==> src/hdl/dmem_pkg.sv <==
package dmem_pkg;

    // RISC-V load/store funct3 encodings
    typedef enum logic [2:0] {
        MEM_BYTE   = 3'b000,
        MEM_HALF   = 3'b001,
        MEM_WORD   = 3'b010,
        MEM_BYTE_U = 3'b100,
        MEM_HALF_U = 3'b101
    } mem_mode_e;

    localparam int WORD_BYTES  = 4;
    localparam int BLOCK_WORDS = 2;
    localparam int BLOCK_BYTES = BLOCK_WORDS * WORD_BYTES;
    localparam int OFFSET_W    = $clog2(BLOCK_BYTES);  // Byte offset bits within a block

    // One little-endian cache block
    // Word view for fills and reads, byte view for store merges
    typedef union packed {
        logic [BLOCK_WORDS-1:0][31:0] words;
        logic [BLOCK_BYTES-1:0][7:0]  bytes;
    } cache_block_u;

endpackage

==> src/hdl/load_result.sv <==
module load_result (
    input  logic                 clk,
    input  logic                 rst_n,
    input  logic                 hit_valid,
    input  logic [31:0]          hit_word,
    input  logic [1:0]           hit_offset,
    input  dmem_pkg::mem_mode_e  hit_mode,
    output logic                 rsp_valid,
    output logic [31:0]          rsp_data
);
    import dmem_pkg::*;

    logic [31:0]  r_word;
    logic [1:0]   r_offset;
    mem_mode_e    r_mode;
    logic [7:0]   sel_byte;
    logic [15:0]  sel_half;

    always_ff @(posedge clk) begin
        if (!rst_n) begin
            rsp_valid <= 1'b0;
        end else begin
            rsp_valid <= hit_valid;
        end
    end

    always_ff @(posedge clk) begin
        if (hit_valid) begin
            r_word   <= hit_word;
            r_offset <= hit_offset;
            r_mode   <= hit_mode;
        end
    end

    assign sel_byte = r_word[8*r_offset +: 8];
    assign sel_half = r_word[16*r_offset[1] +: 16];  // Halves are aligned

    always_comb begin
        case (r_mode)
            MEM_BYTE:   rsp_data = {{24{sel_byte[7]}}, sel_byte};
            MEM_BYTE_U: rsp_data = {24'h0, sel_byte};
            MEM_HALF:   rsp_data = {{16{sel_half[15]}}, sel_half};
            MEM_HALF_U: rsp_data = {16'h0, sel_half};
            default:    rsp_data = r_word;
        endcase
    end

endmodule

==> config.mk <==
export PLATFORM = sky130hd
export DESIGN_NAME = load_result
export DESIGN_NICKNAME = d
export VERILOG_FILES = /design/src/hdl/dmem_pkg.sv /design/src/hdl/load_result.sv
export SDC_FILE = /design/constraint.sdc
export NUM_CORES = 1
export LEC_CHECK = 0
export ABC_AREA = 1
export ABC_CLOCK_PERIOD_IN_PS = 1700
export BUFFER_PORTS_ARGS = -buffer_cell sky130_fd_sc_hd__buf_2
export CAP_MARGIN = 30
export CORE_MARGIN = 1
export CORE_UTILIZATION = 45
export CTS_CLUSTER_SIZE = 8
export DETAILED_ROUTE_END_ITERATION = 8
export HOLD_SLACK_MARGIN = 0.03
export PLACE_DENSITY = 0.69
export SYNTH_ARGS = -nofsm -noshare
export SYNTH_HDL_FRONTEND = slang
export SYNTH_SLANG_ARGS = --single-unit
export TNS_END_PERCENT = 100
==> constraint.sdc <==
create_clock -name clk -period 1.7 [get_ports clk]
set_input_delay 0.255 -clock clk [delete_from_list [all_inputs] [get_ports clk]]
set_output_delay 0.255 -clock clk [all_outputs]
set_load 0.05 [all_outputs]
Word level (Yosys, flattened, before mapping). Cells that the tools add are included. Widths: inputs -> output; s select.

Bits in registers: 38. Input bits: 40.

Equal/unequal tests: 3. Mux-type cells: 1. Shifts and indexed selects: 2. Reductions and logical operators: 1.

Operators with widths (number): $pmux 32 s4 (1); $shiftx 32x6->16 (1); $shiftx 32x6->8 (1); $eq 3x3->1 const B (2); $eq 3x1->1 const B (1); $logic_not 3->1 (1).

Longest topological paths before layout.
Depth in word-level cells: 2. Mapped depth: 8.

Worst setup path after synthesis. Ideal clock, no wire load.

Kind: reg2out. Start: reg r_mode[1]. End: out rsp_data[1]. Required time: 1445 ps. Arrival time: 1375 ps. Cell stages (with the launch flop): 7. Path slack: 70 ps. Buffers on the path: 0. Path through: edfxtp_1 > nor2_2 > nand2_4 > inv_2 > nor2_2 > nand2_1 > nand3_1.

Cells in the longest elaborated chain, start to end: 2. Elaborated cells between the ends (all ways): 5. Those cells by class: 3 x eq/ne; 1 x mux; 1 x reduce/logical.

Ends and longest elaborated chain: start: declaration (line load_result.sv:15) `mem_mode_e r_mode;`; start signal: assignment (line load_result.sv:31) `r_mode <= hit_mode;`; $eq 3x3->1 (tied with other cells) (line load_result.sv:39) `case (r_mode)`; $pmux 32 s4 (*) (line load_result.sv:39); end: declaration (line load_result.sv:9) `output logic [31:0] rsp_data`.

Mark *: on every way between the ends. The rest lies on a longest branch, timed or not.

Worst setup path after layout.
Start: reg r_mode[1]. End: out rsp_data[28].

Same word-level chain as after synthesis.

==> metrics <==
status=finished with violations; violated checks=negative setup slack; Worst Setup Slack, final=-0.311 ns; Crit-path slowest cell=edfxtp_1; number of global-route vias before repair=1829; grt total ovfl=0; period utilisation layout=118%; synthesis-stage register bit count=38; CTS buffer count=5; Via density=5.25; Final #Nets=351; top-count cell post-synth=nand2_1; syn_nets=252; Initial Utilization=47.4%; die height=70.2 um; ant diodes=0; fin area=0.00333 mm2; critical-path cell list=buf_4 > nor3_4 > nand2_8 > buf_4 > nand3_2 > buf_6; sequential area share after synthesis=54.1%; ANT nets after route=0; Setup TNS Final=-8.30 ns; drt pass-1 iters=5; CP required=1.44 ns; RSZ-0062 raised after global routing=true; fraction of layout cells with a size suffix above 1=57.7%; synth cell count leaders=nand2_1, edfxtp_1, nand3_1; Routed WL=5970 um; Die Width=70.2 um; Post-DP Area=0.00256 mm2; async set or reset register ratio after synthesis=0%; post-synth top area share=53.1%; Longest Clk Path Bufs=2; fin. max-slew vios=0; Overall Global Routing Usage=22.6%; synth top area cells=edfxtp_1, nand2_1, nand3_2, nand3_1, inv_1; Setup CP Type=flop to output port; core footprint=0.00441 mm2; Setup-failing EPs final=32; CP peak stage delay=0.45 ns; Clock Sinks=38; global-route wire length before repair=8360 um; endpoints failing hold=0; Peak Freq=0.497 GHz; initial antenna violation count=0; CP Max Fanout=5; placed insts=340; Cell Area, Synth=0.00209 mm2; Max Cap Viol=0; largest net degree at the start of global routing=39; DIE AREA=0.00493 mm2; count of different cell masters after synthesis=24; Pwr Total=3.05 mW; cell mode on critical path=buf_4; Lkg Pwr=1.62 nW; relative slew slack=76.3%; Pwr Density=915 mW/mm2; crit path DAT=1.76 ns; CTS Hold Bufs=0; worst slew pin tran=0.352 ns; Worst Hold Class=primary input to flop; prevailing post-synth register cell=edfxtp_1; Yosys warnings=0; Top Ports=73; P&R area growth vs syn=59.3%; Post-synth EDFFs=37; RD Place Congestion=0.852; DR iter-0 viols=126; post-route DRC violation count=0; crit path time final=2.01 ns; Mean Syn Cell Area=9.87 um2; Clock Pin Slew Worst Setup and Hold Paths=0.08 ns; VDD IR max=0.000603 V; hpwl dp=3530 um; WP buf/inv=3; fillcell total=298; final non-filler cell total=364; clock root cell=clkbuf_8; CTS H-tree lvls=2; DP Worst Slack=-0.0155 ns; Avg WL per Cell=16.4 um; Port Buffers=72; Startpoint Class=flop; Row Count=24; Mapped Cells=212; CTS tree=done; Setup crit end kind=output port; cell accounting for the most synthesized area=edfxtp_1; Via Count=1911; hold slack=0.129 ns; family with the most delay on the worst path=buffers and inverters; Finished Core Util=75.5%
[layout by cell type (no fill, tap or decap), types with 2 or more instances in the layout]
master    synthesis  layout
buf_4             5      15
nor2_1            8       6
nand3_2          20      25
buf_8             1      11
edfxtp_1         37      37
nor2_2            4       2
clkbuf_8          0       5
clkinv_2          0       2
buf_2             1      40
o21ai_1           1       2
nor2_4            0       4
buf_6             4      29
nand3_1          27      15
clkinv_1          2       2
nand3_4           0       7
nor3_4            0       2
nand2_2           2      10
inv_1            14      12
buf_12            0       6
nand2_4           3       4
nand2_1          60      49
nand2_8           0       2
o211ai_1          3       3
inv_4             1       2
or2_2             3       3
inv_2             5       6
o21ai_0           6       4
[layer usage]
metal | up-vias | part of all wire [%] | GRT usage (%)
li1 | 907 | - | -
met1 | 890 | 38 | 26.1
met2 | 97 | 53 | 40.4
met3 | 17 | 5.5 | 5.34
met4 | 0 | 3.7 | 8.44
met5 | - | 0 | 0
[layout make-up]
cell class,count,area [um2],share of cell area [%]
clock buffer,6,72.6,2.18
sequential,38,1130,33.9
timing repair buffer,103,977,29.3
multi-input combinational,141,990,29.7
tap,52,65.1,1.95
clock inverter,2,10.0,0.300
inverter,22,87.6,2.63
[power breakdown]
part	switching [mW]	internal [mW]
sequential	0.0554	1.11
clock	0.320	0.284
combinational	0.775	0.503
total	1.15	1.90
[state kept, by name, indices dropped and copies added (netlist names)]
| register | cells |
|---|---|
| r_word | 32 |
| r_mode | 3 |
| r_offset | 2 |
| rsp_valid | 1 |
[final timing paths]
kind | start | to | slack, ns | depth (start not counted)
max | r_mode[1]$_DFFE_PP_ | rsp_data[28] | -0.31 | 6
min | hit_word[31] | r_word[31]$_DFFE_PP_ | 0.13 | 1
[repair_timing]
item,in CTS,in global routing
resized for setup,75,59
setup buffers,10,4
setup endpoints to repair,32,32
pin swaps,5,17
gates cloned,1,1
[cell families (layout without fill, tap and decap cells)]
kind of cell | Yosys count | count (layout) | synth area share [%]
buffers and inverters | 33 | 133 | 8.97
flip-flops | 38 | 38 | 54.1
AND/OR/NAND/NOR | 131 | 131 | 34.2
AO/OA/AOI/OAI | 10 | 10 | 2.75
Power figures use the tool's default switching activity.
