--- config.mk ---
export PLATFORM = sky130hd
export DESIGN_NAME = lsu_decode
export DESIGN_NICKNAME = d
export VERILOG_FILES = /design/src/hdl/dmem_pkg.sv /design/src/hdl/lsu_decode.sv
export SDC_FILE = /design/constraint.sdc
export NUM_CORES = 1
export LEC_CHECK = 0
export BUFFER_PORTS_ARGS = -buffer_cell sky130_fd_sc_hd__buf_4
export CAP_MARGIN = 20
export CORE_ASPECT_RATIO = 2
export CORE_UTILIZATION = 30
export DETAILED_ROUTE_END_ITERATION = 7
export PLACE_DENSITY_LB_ADDON = 0.25
export SYNTH_ARGS = -nofsm -noshare
export SYNTH_HDL_FRONTEND = slang
export SYNTH_SLANG_ARGS = --single-unit
--- constraint.sdc ---
create_clock -name vclk -period 3.9
set_input_delay 0.78 -clock vclk [all_inputs]
set_output_delay 0.78 -clock vclk [all_outputs]
set_load 0.01 [all_outputs]
--- src/hdl/dmem_pkg.sv ---
package dmem_pkg;

    // RISC-V load/store funct3 encodings
    typedef enum logic [2:0] {
        MEM_BYTE   = 3'b000,
        MEM_HALF   = 3'b001,
        MEM_WORD   = 3'b010,
        MEM_BYTE_U = 3'b100,
        MEM_HALF_U = 3'b101
    } mem_mode_e;

    localparam int WORD_BYTES  = 4;
    localparam int BLOCK_WORDS = 2;
    localparam int BLOCK_BYTES = BLOCK_WORDS * WORD_BYTES;
    localparam int OFFSET_W    = $clog2(BLOCK_BYTES);  // Byte offset bits within a block

    // One little-endian cache block
    // Word view for fills and reads, byte view for store merges
    typedef union packed {
        logic [BLOCK_WORDS-1:0][31:0] words;
        logic [BLOCK_BYTES-1:0][7:0]  bytes;
    } cache_block_u;

endpackage

--- src/hdl/lsu_decode.sv ---
module lsu_decode #(
    parameter int ADDR_WIDTH = 12,
    parameter int SETS = 64,
    localparam int INDEX_W = $clog2(SETS),
    localparam int TAG_W = ADDR_WIDTH - INDEX_W - dmem_pkg::OFFSET_W
) (
    input  dmem_pkg::mem_mode_e                req_mode,
    input  logic [ADDR_WIDTH-1:0]              req_addr,
    input  logic [31:0]                        req_wdata,
    output logic [INDEX_W-1:0]                 dec_index,
    output logic [TAG_W-1:0]                   dec_tag,
    output logic                               dec_word_sel,
    output logic [dmem_pkg::BLOCK_BYTES-1:0]   dec_byte_en,
    output dmem_pkg::cache_block_u             dec_wdata
);
    import dmem_pkg::*;

    logic [OFFSET_W-1:0]    byte_off;
    logic [BLOCK_BYTES-1:0] base_mask;

    assign byte_off     = req_addr[OFFSET_W-1:0];
    assign dec_index    = req_addr[OFFSET_W +: INDEX_W];
    assign dec_tag      = req_addr[ADDR_WIDTH-1 -: TAG_W];
    assign dec_word_sel = req_addr[OFFSET_W-1];  // Upper or lower word of the block

    always_comb begin
        case (req_mode)
            MEM_BYTE, MEM_BYTE_U: base_mask = BLOCK_BYTES'(1);
            MEM_HALF, MEM_HALF_U: base_mask = BLOCK_BYTES'(3);
            MEM_WORD:             base_mask = BLOCK_BYTES'(15);
            default:              base_mask = '0;  // Reserved encodings write nothing
        endcase
    end

    // Accesses are aligned so a plain shift never wraps
    assign dec_byte_en = base_mask << byte_off;

    // Repeat the store data across the block so every lane holds the right byte
    always_comb begin
        for (int i = 0; i < BLOCK_BYTES; i++) begin
            case (req_mode)
                MEM_BYTE, MEM_BYTE_U: begin
                    dec_wdata.bytes[i] = req_wdata[7:0];
                end
                MEM_HALF, MEM_HALF_U: begin
                    dec_wdata.bytes[i] = req_wdata[8*(i%2) +: 8];
                end
                default: begin
                    dec_wdata.bytes[i] = req_wdata[8*(i%WORD_BYTES) +: 8];
                end
            endcase
        end
    end

endmodule

# Word level (Yosys, flattened, before mapping)
# Index checks and enable logic that the tools add are counted.
dict set report classes {
  eq_ne 4
  shifts 1
  muxes 4
  n_reduce_logical 4
}
# op count
set ops {}
lappend ops {{8-bit two-way mux} 2}
lappend ops {{8-bit one-hot mux with 2 select lines} 1}
lappend ops {{4-bit one-hot mux with 3 select lines} 1}
lappend ops {{8-bit by 3-bit << shifter with 8-bit output} 1}
lappend ops {{3-bit equality test, second input constant} 2}
lappend ops {{2-bit OR reduction} 2}
lappend ops {{4-bit OR reduction} 1}
lappend ops {{3-bit by 1-bit equality test with 1-bit output, second input constant} 1}
lappend ops {{3-bit by 2-bit equality test with 1-bit output, second input constant} 1}
lappend ops {{3-bit logical NOT} 1}
dict set report word_totals {
  regBits 0
  inputBits 47
  out_inout_bits 82
  wordCells 13
}

# Depth between registers and ports, before layout
# Gate-level depths: netlist of the first run.
dict set report depth {
  depth_word 4
  mapped_depth 5
  depth_no_buf 4
}

# Worst setup path before layout of the first run
# OpenSTA, ideal clock, no wires.
dict set report synth_timing {
  path_type {in2out}
  startpoint {in req_mode[1]}
  endpoint {out dec_wdata[40] (netlist bit)}
  arrival_time_ns 1.724
  required_ns 3.120
  setup_slack_ns 1.396
  path_stages 4
  path_buffers 2
  path_cell_list {buf_6 > nor2_2 > mux2_2 > buf_4}
}
# item line
set synth_rtl {}
lappend synth_rtl {{start, declared} lsu_decode.sv:7} ;# input dmem_pkg::mem_mode_e req_mode,
lappend synth_rtl {{end, declared} lsu_decode.sv:14} ;# output dmem_pkg::cache_block_u dec_wdata

==> impl_metrics.env, run 1 <==
export IMPL_yosysMostFrequentCell="buf_4"
export IMPL_wl_met3_microns=155
export IMPL_ant_nets=0
export IMPL_wl_mm=2.708
export IMPL_groute_usage_overall_pct=14.37
export IMPL_grt_overflow=0
export IMPL_ir_worst_vdd_uv=79.22
export IMPL_drtIter0Drc=2
export IMPL_pwr_density_cell_mw_per_mm2=146.1
export IMPL_relSlewSlack_pct=68.77
export IMPL_cp_arrival_ps=2020
export IMPL_p_int_mw=0.1119
export IMPL_seq_cell_count=0
export IMPL_drive_gt1_share_pct=71.67
export IMPL_tightest_slew_ps=467.9
export IMPL_sw_frac_of_total_pct=44.62
export IMPL_syn_nets=173
export IMPL_fin_crit_ps=2795
export IMPL_seqPwrFrac_pct=0
export IMPL_cts_setup_buffers=0
export IMPL_gp_congestion=0.6487
export IMPL_ys_top_cells_by_count="buf_4 (51), mux2_2 (16), mux2i_1 (9), nand2_1 (9), o21ai_0 (8)"
export IMPL_grt_max_degree=37
export IMPL_critPathMaxFanout=36
export IMPL_fillers=305
export IMPL_dp_hpwl_mm=2.249
export IMPL_seq_area_sq_um=0
export IMPL_syn2layout_area_growth_pct=48.92
export IMPL_synth_largest_area_cell="buf_4"
export IMPL_core_area_sq_mm=0.002943
export IMPL_drt_first_pass_iters=4
export IMPL_slew_viol_final=0
export IMPL_setup_viol=0
export IMPL_power_frac_comb_pct=100.0
export IMPL_ios=129
export IMPL_status="complete, no violations"
export IMPL_diodes=0
export IMPL_max_freq_mhz=357.8
export IMPL_antenna_found_initial=0
export IMPL_postCtsResizedCells=0
export IMPL_hold_viol_final=0
export IMPL_num_vias=1015
export IMPL_ys_types=27
export IMPL_row_count=28
export IMPL_top_layer_used="met4"
export IMPL_wl_met2_mm=1.645
export IMPL_grt_pass1_wl_mm=3.643
export IMPL_met1_length_microns=893
export IMPL_synth_warnings=0
export IMPL_initial_core_util_pct=31.55
export IMPL_fin_tns_setup_ps=0
export IMPL_switchingPower_mw=0.09014
export IMPL_ctsHoldBuffers=0
export IMPL_die_w_microns=41.34
export IMPL_portBuffers=111
export IMPL_placed_cell_area_sq_mm=0.001383
export IMPL_seq_area_frac_synth_pct=0
export IMPL_vias_per_cell=4.833
export IMPL_die_area_sq_mm=0.003334
export IMPL_nets=229
export IMPL_p_leak_nw=0.7483
export IMPL_die_h_microns=80.67
export IMPL_crit_required_ps=3120
export IMPL_drcViolationCount=0
export IMPL_critPathKind="primary input to output pin"
export IMPL_power_mw=0.2020
export IMPL_fin_area_sq_mm=0.001383
export IMPL_cp_start_kind="primary input"
export IMPL_drv_cap=0
export IMPL_synth_area_sq_um=928.4
export IMPL_synth_area_leaders="buf_4 (41%), mux2_2 (19%), mux2i_1 (9.7%)"
export IMPL_grt_setup_unrepaired="no"
export IMPL_synthCells=126
export IMPL_fin_crit_sh_pct=71.67
export IMPL_post_drt_wl_per_cell_microns=12.90
export IMPL_worstHoldPathCells=0
export IMPL_hold_path_class="primary input to output pin"
export IMPL_syn_mean_instance_area_sq_um=7.368
export IMPL_synth_top_area_share_pct=41.24
export IMPL_clockBufferCount=0
export IMPL_power_share_clock_pct=0
export IMPL_multiInputGateArea_sq_um=508.0
export IMPL_first_global_vias=848
export IMPL_end_kind="output pin"
-- layout by cell type, fill, tap and decap left out, drive strengths merged --
master and n:
a2111oi 1, a21oi 2, a22oi 1, and2 1, and3 1, and3b 1
buf 111, inv 1, mux2 16, mux2i 9, nand2 9, nand3 2
nor2 7, nor2b 2, nor3 1, o21ai 9, o22ai 1, o311a 1
o311ai 1, o41ai 1, or2 1, xor2 1
-- logic make-up (layout without fill, tap and decap cells) --
kind of cell | count (synthesis) | after routing | synth area share [%]
multiplexers | 25 | 25 | 29.11
AO/OA/AOI/OAI | 17 | 17 | 11.99
AND/OR/NAND/NOR | 25 | 25 | 12.67
buffers and inverters | 58 | 112 | 45.28
XOR/XNOR | 1 | 1 | 0.9436
-- routing by layer --
| metal | GRT usage [%] | up-vias |
|---|---|---|
| met5 | 0 | - |
| met4 | 0.9677 | 0 |
| met3 | 0 | 4 |
| met2 | 29.53 | 42 |
| met1 | 14.83 | 477 |
| li1 | - | 492 |
-- power groups by stage --
stage | clock network [mW] | logic, mW | registers, mW
floorplan | 0 | 0.133 | 0
finish | 0 | 0.202 | 0
detailed placement | 0 | 0.204 | 0
global placement | 0 | 0.201 | 0
global route | 0 | 0.219 | 0
CTS | 0 | 0.205 | 0
-- path summary, 6_finish.rpt --
kind	startpoint	to	slack, ps
min	req_addr[3]	dec_index[0]	1560
max	req_mode[1]	dec_wdata[11]	1100
-- final cells by class --
type                            count  area share, %
Inverter                            1         0.2715
Multi-Input combinational cell     68          36.74
Tap cell                           30          2.715
Timing Repair Buffer              111          60.27
-- worst max-delay path, stage by stage --
cell	delay (ps)
buf_4	230
nor2_2	430
mux2_2	410
buf_4	150
-- stage by stage --
step / instances / utilization, % / hold WS [ps] / worst slack, ps
6_report: 210 / 46.98 / 1560 / 1105
5_1_grt: 210 / 46.98 / 1560 / 1027
4_1_cts: 210 / 46.98 / 1560 / 1058
3_5_place_dp: 210 / 46.98 / 1560 / 1059
3_3_place_gp: 210 / 46.98 / 1560 / 1114
2_1_floorplan: 126 / - / 1595 / 1396
Note: power is estimated with default switching activity, not from simulation.
==> run 2: changes to the inputs <==
--- a/config.mk
+++ b/config.mk
@@ -8,7 +8,7 @@
 export BUFFER_PORTS_ARGS = -buffer_cell sky130_fd_sc_hd__buf_4
 export CAP_MARGIN = 20
 export CORE_ASPECT_RATIO = 2
-export CORE_UTILIZATION = 30
+export CORE_UTILIZATION = 29
 export DETAILED_ROUTE_END_ITERATION = 7
 export PLACE_DENSITY_LB_ADDON = 0.25
 export SYNTH_ARGS = -nofsm -noshare
==> constraint.sdc (replaced) <==
create_clock -name vclk -period 2.3
set_input_delay 0.46 -clock vclk [all_inputs]
set_output_delay 0.46 -clock vclk [all_outputs]
set_load 0.01 [all_outputs]
==> run 2 against run 1 <==
First-iteration DRC count did not move. Count of clock-buffer cells in the layout did not move. Combinational power rose by 71%. Flip-flop and latch count did not move. Critical path depth rose by 2. Via count rose by 0.49%. Final area rose by 1.6%. Power rose by 71%. Non-clock buffer count rose by 3. Global-route usage fell by 1.3 points. Final cell count rose by 1.4%. Setup slack got worse by 790 ps.
==> impl_metrics.env, run 2 (synthesized netlist as in run 1, its figures left out) <==
export IMPL_post_drt_wl_per_cell_microns=12.69
export IMPL_fin_crit_sh_pct=86.16
export IMPL_fillers=305
export IMPL_critPathMaxFanout=19
export IMPL_diodes=0
export IMPL_cp_depth=6
export IMPL_post_place_ws_ps=326.7
export IMPL_dp_hpwl_mm=2.245
export IMPL_instances_no_fill=213
export IMPL_row_count=28
export IMPL_layout_setup_ws_ps=318.2
export IMPL_cp_common_cell="buf_4"
export IMPL_end_kind="output pin"
export IMPL_path_cells="buf_4, buf_4, nor2b_1, mux2i_1, o22ai_1, buf_4"
export IMPL_wl_mm=2.703
export IMPL_crit_required_ps=1840
export IMPL_fin_crit_ps=1982
export IMPL_portBuffers=111
export IMPL_cp_start_kind="primary input"
export IMPL_ios=129
export IMPL_hold_viol_final=0
export IMPL_slowest_delay_ps=260
export IMPL_drive_gt1_share_pct=72.13
export IMPL_gp_congestion=0.6993
export IMPL_power_mw=0.3461
export IMPL_die_h_microns=82.02
export IMPL_first_global_vias=889
export IMPL_cp_startpoint="req_mode[1]"
export IMPL_pwr_density_cell_mw_per_mm2=246.3
export IMPL_critPathKind="primary input to output pin"
export IMPL_grt_max_degree=20
export IMPL_drtIter0Drc=2
export IMPL_groute_usage_overall_pct=13.05
export IMPL_core_area_sq_mm=0.003013
export IMPL_drv_cap=0
export IMPL_relSlewSlack_pct=78.94
export IMPL_fin_tns_setup_ps=0
export IMPL_drt_first_pass_iters=3
export IMPL_setup_viol=0
export IMPL_cp_arrival_ps=1520
export IMPL_status="complete, no violations"
export IMPL_hold_path_class="primary input to output pin"
export IMPL_antenna_found_initial=0
export IMPL_path_delay_family="buffers and inverters"
export IMPL_cp_num_buf_inv=3
export IMPL_postCtsResizedCells=0
export IMPL_syn2layout_area_growth_pct=51.35
export IMPL_dp_cells=213
export IMPL_seq_cell_count=0
export IMPL_die_area_sq_mm=0.003445
export IMPL_tightest_slew_ps=311.8
export IMPL_layout_common_cells="buf_4 (114), mux2_2 (16), mux2i_1 (9), nand2_1 (9), o21ai_0 (8)"
export IMPL_nets=232
export IMPL_cp_slowest_cell="buf_4"
export IMPL_grt_pass1_wl_mm=3.850
export IMPL_initial_core_util_pct=30.81
export IMPL_clockBufferCount=0
export IMPL_grt_setup_unrepaired="no"
export IMPL_placed_cell_area_sq_mm=0.001405
export IMPL_seq_area_sq_um=0
export IMPL_vias_per_cell=4.789
export IMPL_cts_setup_buffers=0
export IMPL_max_freq_mhz=504.6
export IMPL_endpoint="dec_byte_en[4]"
export IMPL_die_w_microns=42.01
export IMPL_ir_worst_vdd_uv=134.8
export IMPL_multiInputGateArea_sq_um=508.0
export IMPL_p_leak_nw=0.7634
export IMPL_ant_nets=0
export IMPL_fin_area_sq_mm=0.001405
export IMPL_num_vias=1020
export IMPL_drcViolationCount=0
export IMPL_mostFrequentLayoutCell="buf_4"
export IMPL_grt_overflow=0
export IMPL_ctsHoldBuffers=0
export IMPL_slew_viol_final=0
-- run 2: changes by cell type in the layout (fill, tap and decap cells not counted) --
cell and delta:
buf_4 +3
-- run 2: layer usage --
layer | share of wire, % | global-route usage, % | up-vias | routed length, microns
met5 | 0 | 0 | - | 0
met4 | 0.78 | 1.250 | 0 | 21
met3 | 7.6 | 0.8791 | 4 | 205
met2 | 57 | 27.19 | 62 | 1528
met1 | 35 | 14.42 | 458 | 947
li1 | - | - | 496 | -
-- run 2: how the worst min path moves through the flow --
| stage | from | end | slack (ps) | cells past startpoint |
|---|---|---|---|---|
| 2_1_floorplan | req_addr[0] | dec_byte_en[0] | 950 | 1 |
| 3_3_place_gp | req_addr[4] | dec_index[1] | 920 | 0 |
| 3_5_place_dp | req_addr[4] | dec_index[1] | 920 | 0 |
| 4_1_cts | req_addr[4] | dec_index[1] | 920 | 0 |
| 5_1_grt | req_addr[3] | dec_index[0] | 920 | 0 |
| 6_report | req_addr[3] | dec_index[0] | 920 | 0 |
-- run 2: layout make-up --
cell class,count,area share (%)
inverter,1,0.2671
multi-input combinational,68,36.15
tap,30,2.671
timing repair buffer,114,60.91
-- run 2: per-stage QoR --
step	util, %	hold WS [ps]
after floorplan	-	955.0
after global placement	46.64	920.1
after detailed placement	46.64	920.1
after CTS	46.64	920.1
after global routing	46.64	920.0
final	46.64	920.0
-- run 2: power breakdown --
part / leakage, nW / internal (mW) / switching, mW / total (mW)
clock: 0 / 0 / 0 / 0
combinational: 0.763 / 0.193 / 0.153 / 0.346
sequential: 0 / 0 / 0 / 0
total: 0.763 / 0.193 / 0.153 / 0.346
==> run 3: changes to the inputs <==
--- a/config.mk
+++ b/config.mk
@@ -8,7 +8,7 @@
 export BUFFER_PORTS_ARGS = -buffer_cell sky130_fd_sc_hd__buf_4
 export CAP_MARGIN = 20
 export CORE_ASPECT_RATIO = 2
-export CORE_UTILIZATION = 29
+export CORE_UTILIZATION = 30
 export DETAILED_ROUTE_END_ITERATION = 7
 export PLACE_DENSITY_LB_ADDON = 0.25
 export SYNTH_ARGS = -nofsm -noshare
==> constraint.sdc (replaced) <==
create_clock -name vclk -period 2.15
set_input_delay 0.43 -clock vclk [all_inputs]
set_output_delay 0.43 -clock vclk [all_outputs]
set_load 0.01 [all_outputs]
==> run 3 against run 2 <==
Utilization is 1.1 points higher. Count of clock-buffer cells in the layout stayed put. Flip-flop and latch count stayed put. Final cell count stayed put. Global-route usage is 0.80 points higher. Hold slack worse by 60 ps. Combinational power is 7.2% higher. Die area is 3.2% lower. Critical path depth is 2 lower. Wire length is 1.0% higher. Sequential share of layout area stayed put.
==> impl_metrics.env, run 3 (synthesized netlist as in run 1, its figures left out) <==
export IMPL_core_area_sq_mm=0.002943
export IMPL_cp_slowest_cell="a2111oi_2"
export IMPL_pwr_density_cell_mw_per_mm2=264.4
export IMPL_antenna_found_initial=0
export IMPL_clockBufferCount=0
export IMPL_slew_viol_final=0
export IMPL_whs_ps=860.0
export IMPL_relSlewSlack_pct=77.11
export IMPL_drcViolationCount=0
export IMPL_num_vias=1019
export IMPL_cp_common_cell="buf_4"
export IMPL_grt_busiest_layer="met2"
export IMPL_use_met3_pct=0
export IMPL_wl_mm=2.730
export IMPL_end_kind="output pin"
export IMPL_drv_cap=0
export IMPL_cts_setup_buffers=0
export IMPL_groute_usage_overall_pct=13.85
export IMPL_vias_per_cell=4.784
export IMPL_fin_crit_ps=1900
export IMPL_setup_viol=0
export IMPL_row_count=28
export IMPL_placed_cell_area_sq_mm=0.001405
export IMPL_grt_overflow=0
export IMPL_path_cells="buf_4, or2_1, a2111oi_2, buf_4"
export IMPL_max_freq_mhz=526.2
export IMPL_ir_worst_vdd_uv=135.3
export IMPL_first_global_vias=810
export IMPL_status="complete, no violations"
export IMPL_layout_common_cells="buf_4 (114), mux2_2 (16), mux2i_1 (9), nand2_1 (9), o21ai_0 (8)"
export IMPL_initial_core_util_pct=31.55
export IMPL_ctsHoldBuffers=0
export IMPL_ant_nets=0
export IMPL_mostFrequentLayoutCell="buf_4"
export IMPL_die_w_microns=41.34
export IMPL_ios=129
export IMPL_syn2layout_area_growth_pct=51.35
export IMPL_cp_start_kind="primary input"
export IMPL_diodes=0
export IMPL_grt_pass1_wl_mm=3.477
export IMPL_tightest_slew_ps=338.9
export IMPL_grt_setup_unrepaired="no"
export IMPL_p_leak_nw=0.7634
export IMPL_grt_use_met1_pct=14.00
export IMPL_dp_cells=213
export IMPL_seq_cell_count=0
export IMPL_instances_no_fill=213
export IMPL_portBuffers=111
export IMPL_gp_congestion=0.6475
export IMPL_grt_max_degree=24
export IMPL_drtIter0Drc=9
export IMPL_post_drt_wl_per_cell_microns=12.82
export IMPL_crit_required_ps=1720
export IMPL_hold_path_class="primary input to output pin"
export IMPL_postCtsResizedCells=0
export IMPL_die_h_microns=80.67
export IMPL_dp_hpwl_mm=2.303
export IMPL_seq_area_sq_um=0
export IMPL_drive_gt1_share_pct=72.13
export IMPL_fin_crit_sh_pct=88.39
export IMPL_nets=232
export IMPL_critPathKind="primary input to output pin"
export IMPL_fin_area_sq_mm=0.001405
export IMPL_grt_met2_usage_pct=28.75
export IMPL_final_util_pct=47.75
export IMPL_critPathMaxFanout=14
export IMPL_slowest_delay_ps=380
export IMPL_die_area_sq_mm=0.003334
export IMPL_fin_tns_setup_ps=0
export IMPL_cp_arrival_ps=1470
export IMPL_hold_viol_final=0
export IMPL_drt_first_pass_iters=4
## run 3: area by class of cell
type               count  area [sq um]
repair buffers       114         855.8
multi-input cells     68         508.0
fillers              292          1538
inverters              1         3.754
well taps             30         37.54
## run 3: worst max-delay path: cells and delay by family
kind                   cells  cell delay, ps
buffers and inverters      2             360
AND/OR/NAND/NOR            1             290
AO/OA/AOI/OAI              1             380
## run 3: path summary, 6_finish.rpt
| path | from | to | slack (ps) | cells after the start |
|---|---|---|---|---|
| max | req_mode[0] | dec_byte_en[0] | 250 | 4 |
| min | req_addr[3] | dec_index[0] | 860 | 0 |
## run 3: layer usage
layer	up-vias	wire [microns]
met5	-	0
met4	0	13
met3	4	176
met2	55	1649
met1	466	890
li1	494	-
## run 3: where the power goes
part / switching (mW) / internal (mW) / leakage (nW)
clock network: 0 / 0 / 0
registers: 0 / 0 / 0
logic: 0.165 / 0.207 / 0.763
## run 3: through the flow
stage | setup WS, ps | total power, mW
finish | 249.7 | 0.3715
CTS | 236.4 | 0.3760
global placement | 278.0 | 0.3693
floorplan | 345.8 | 0.2410
global route | 150.7 | 0.4001
detailed placement | 239.4 | 0.3744
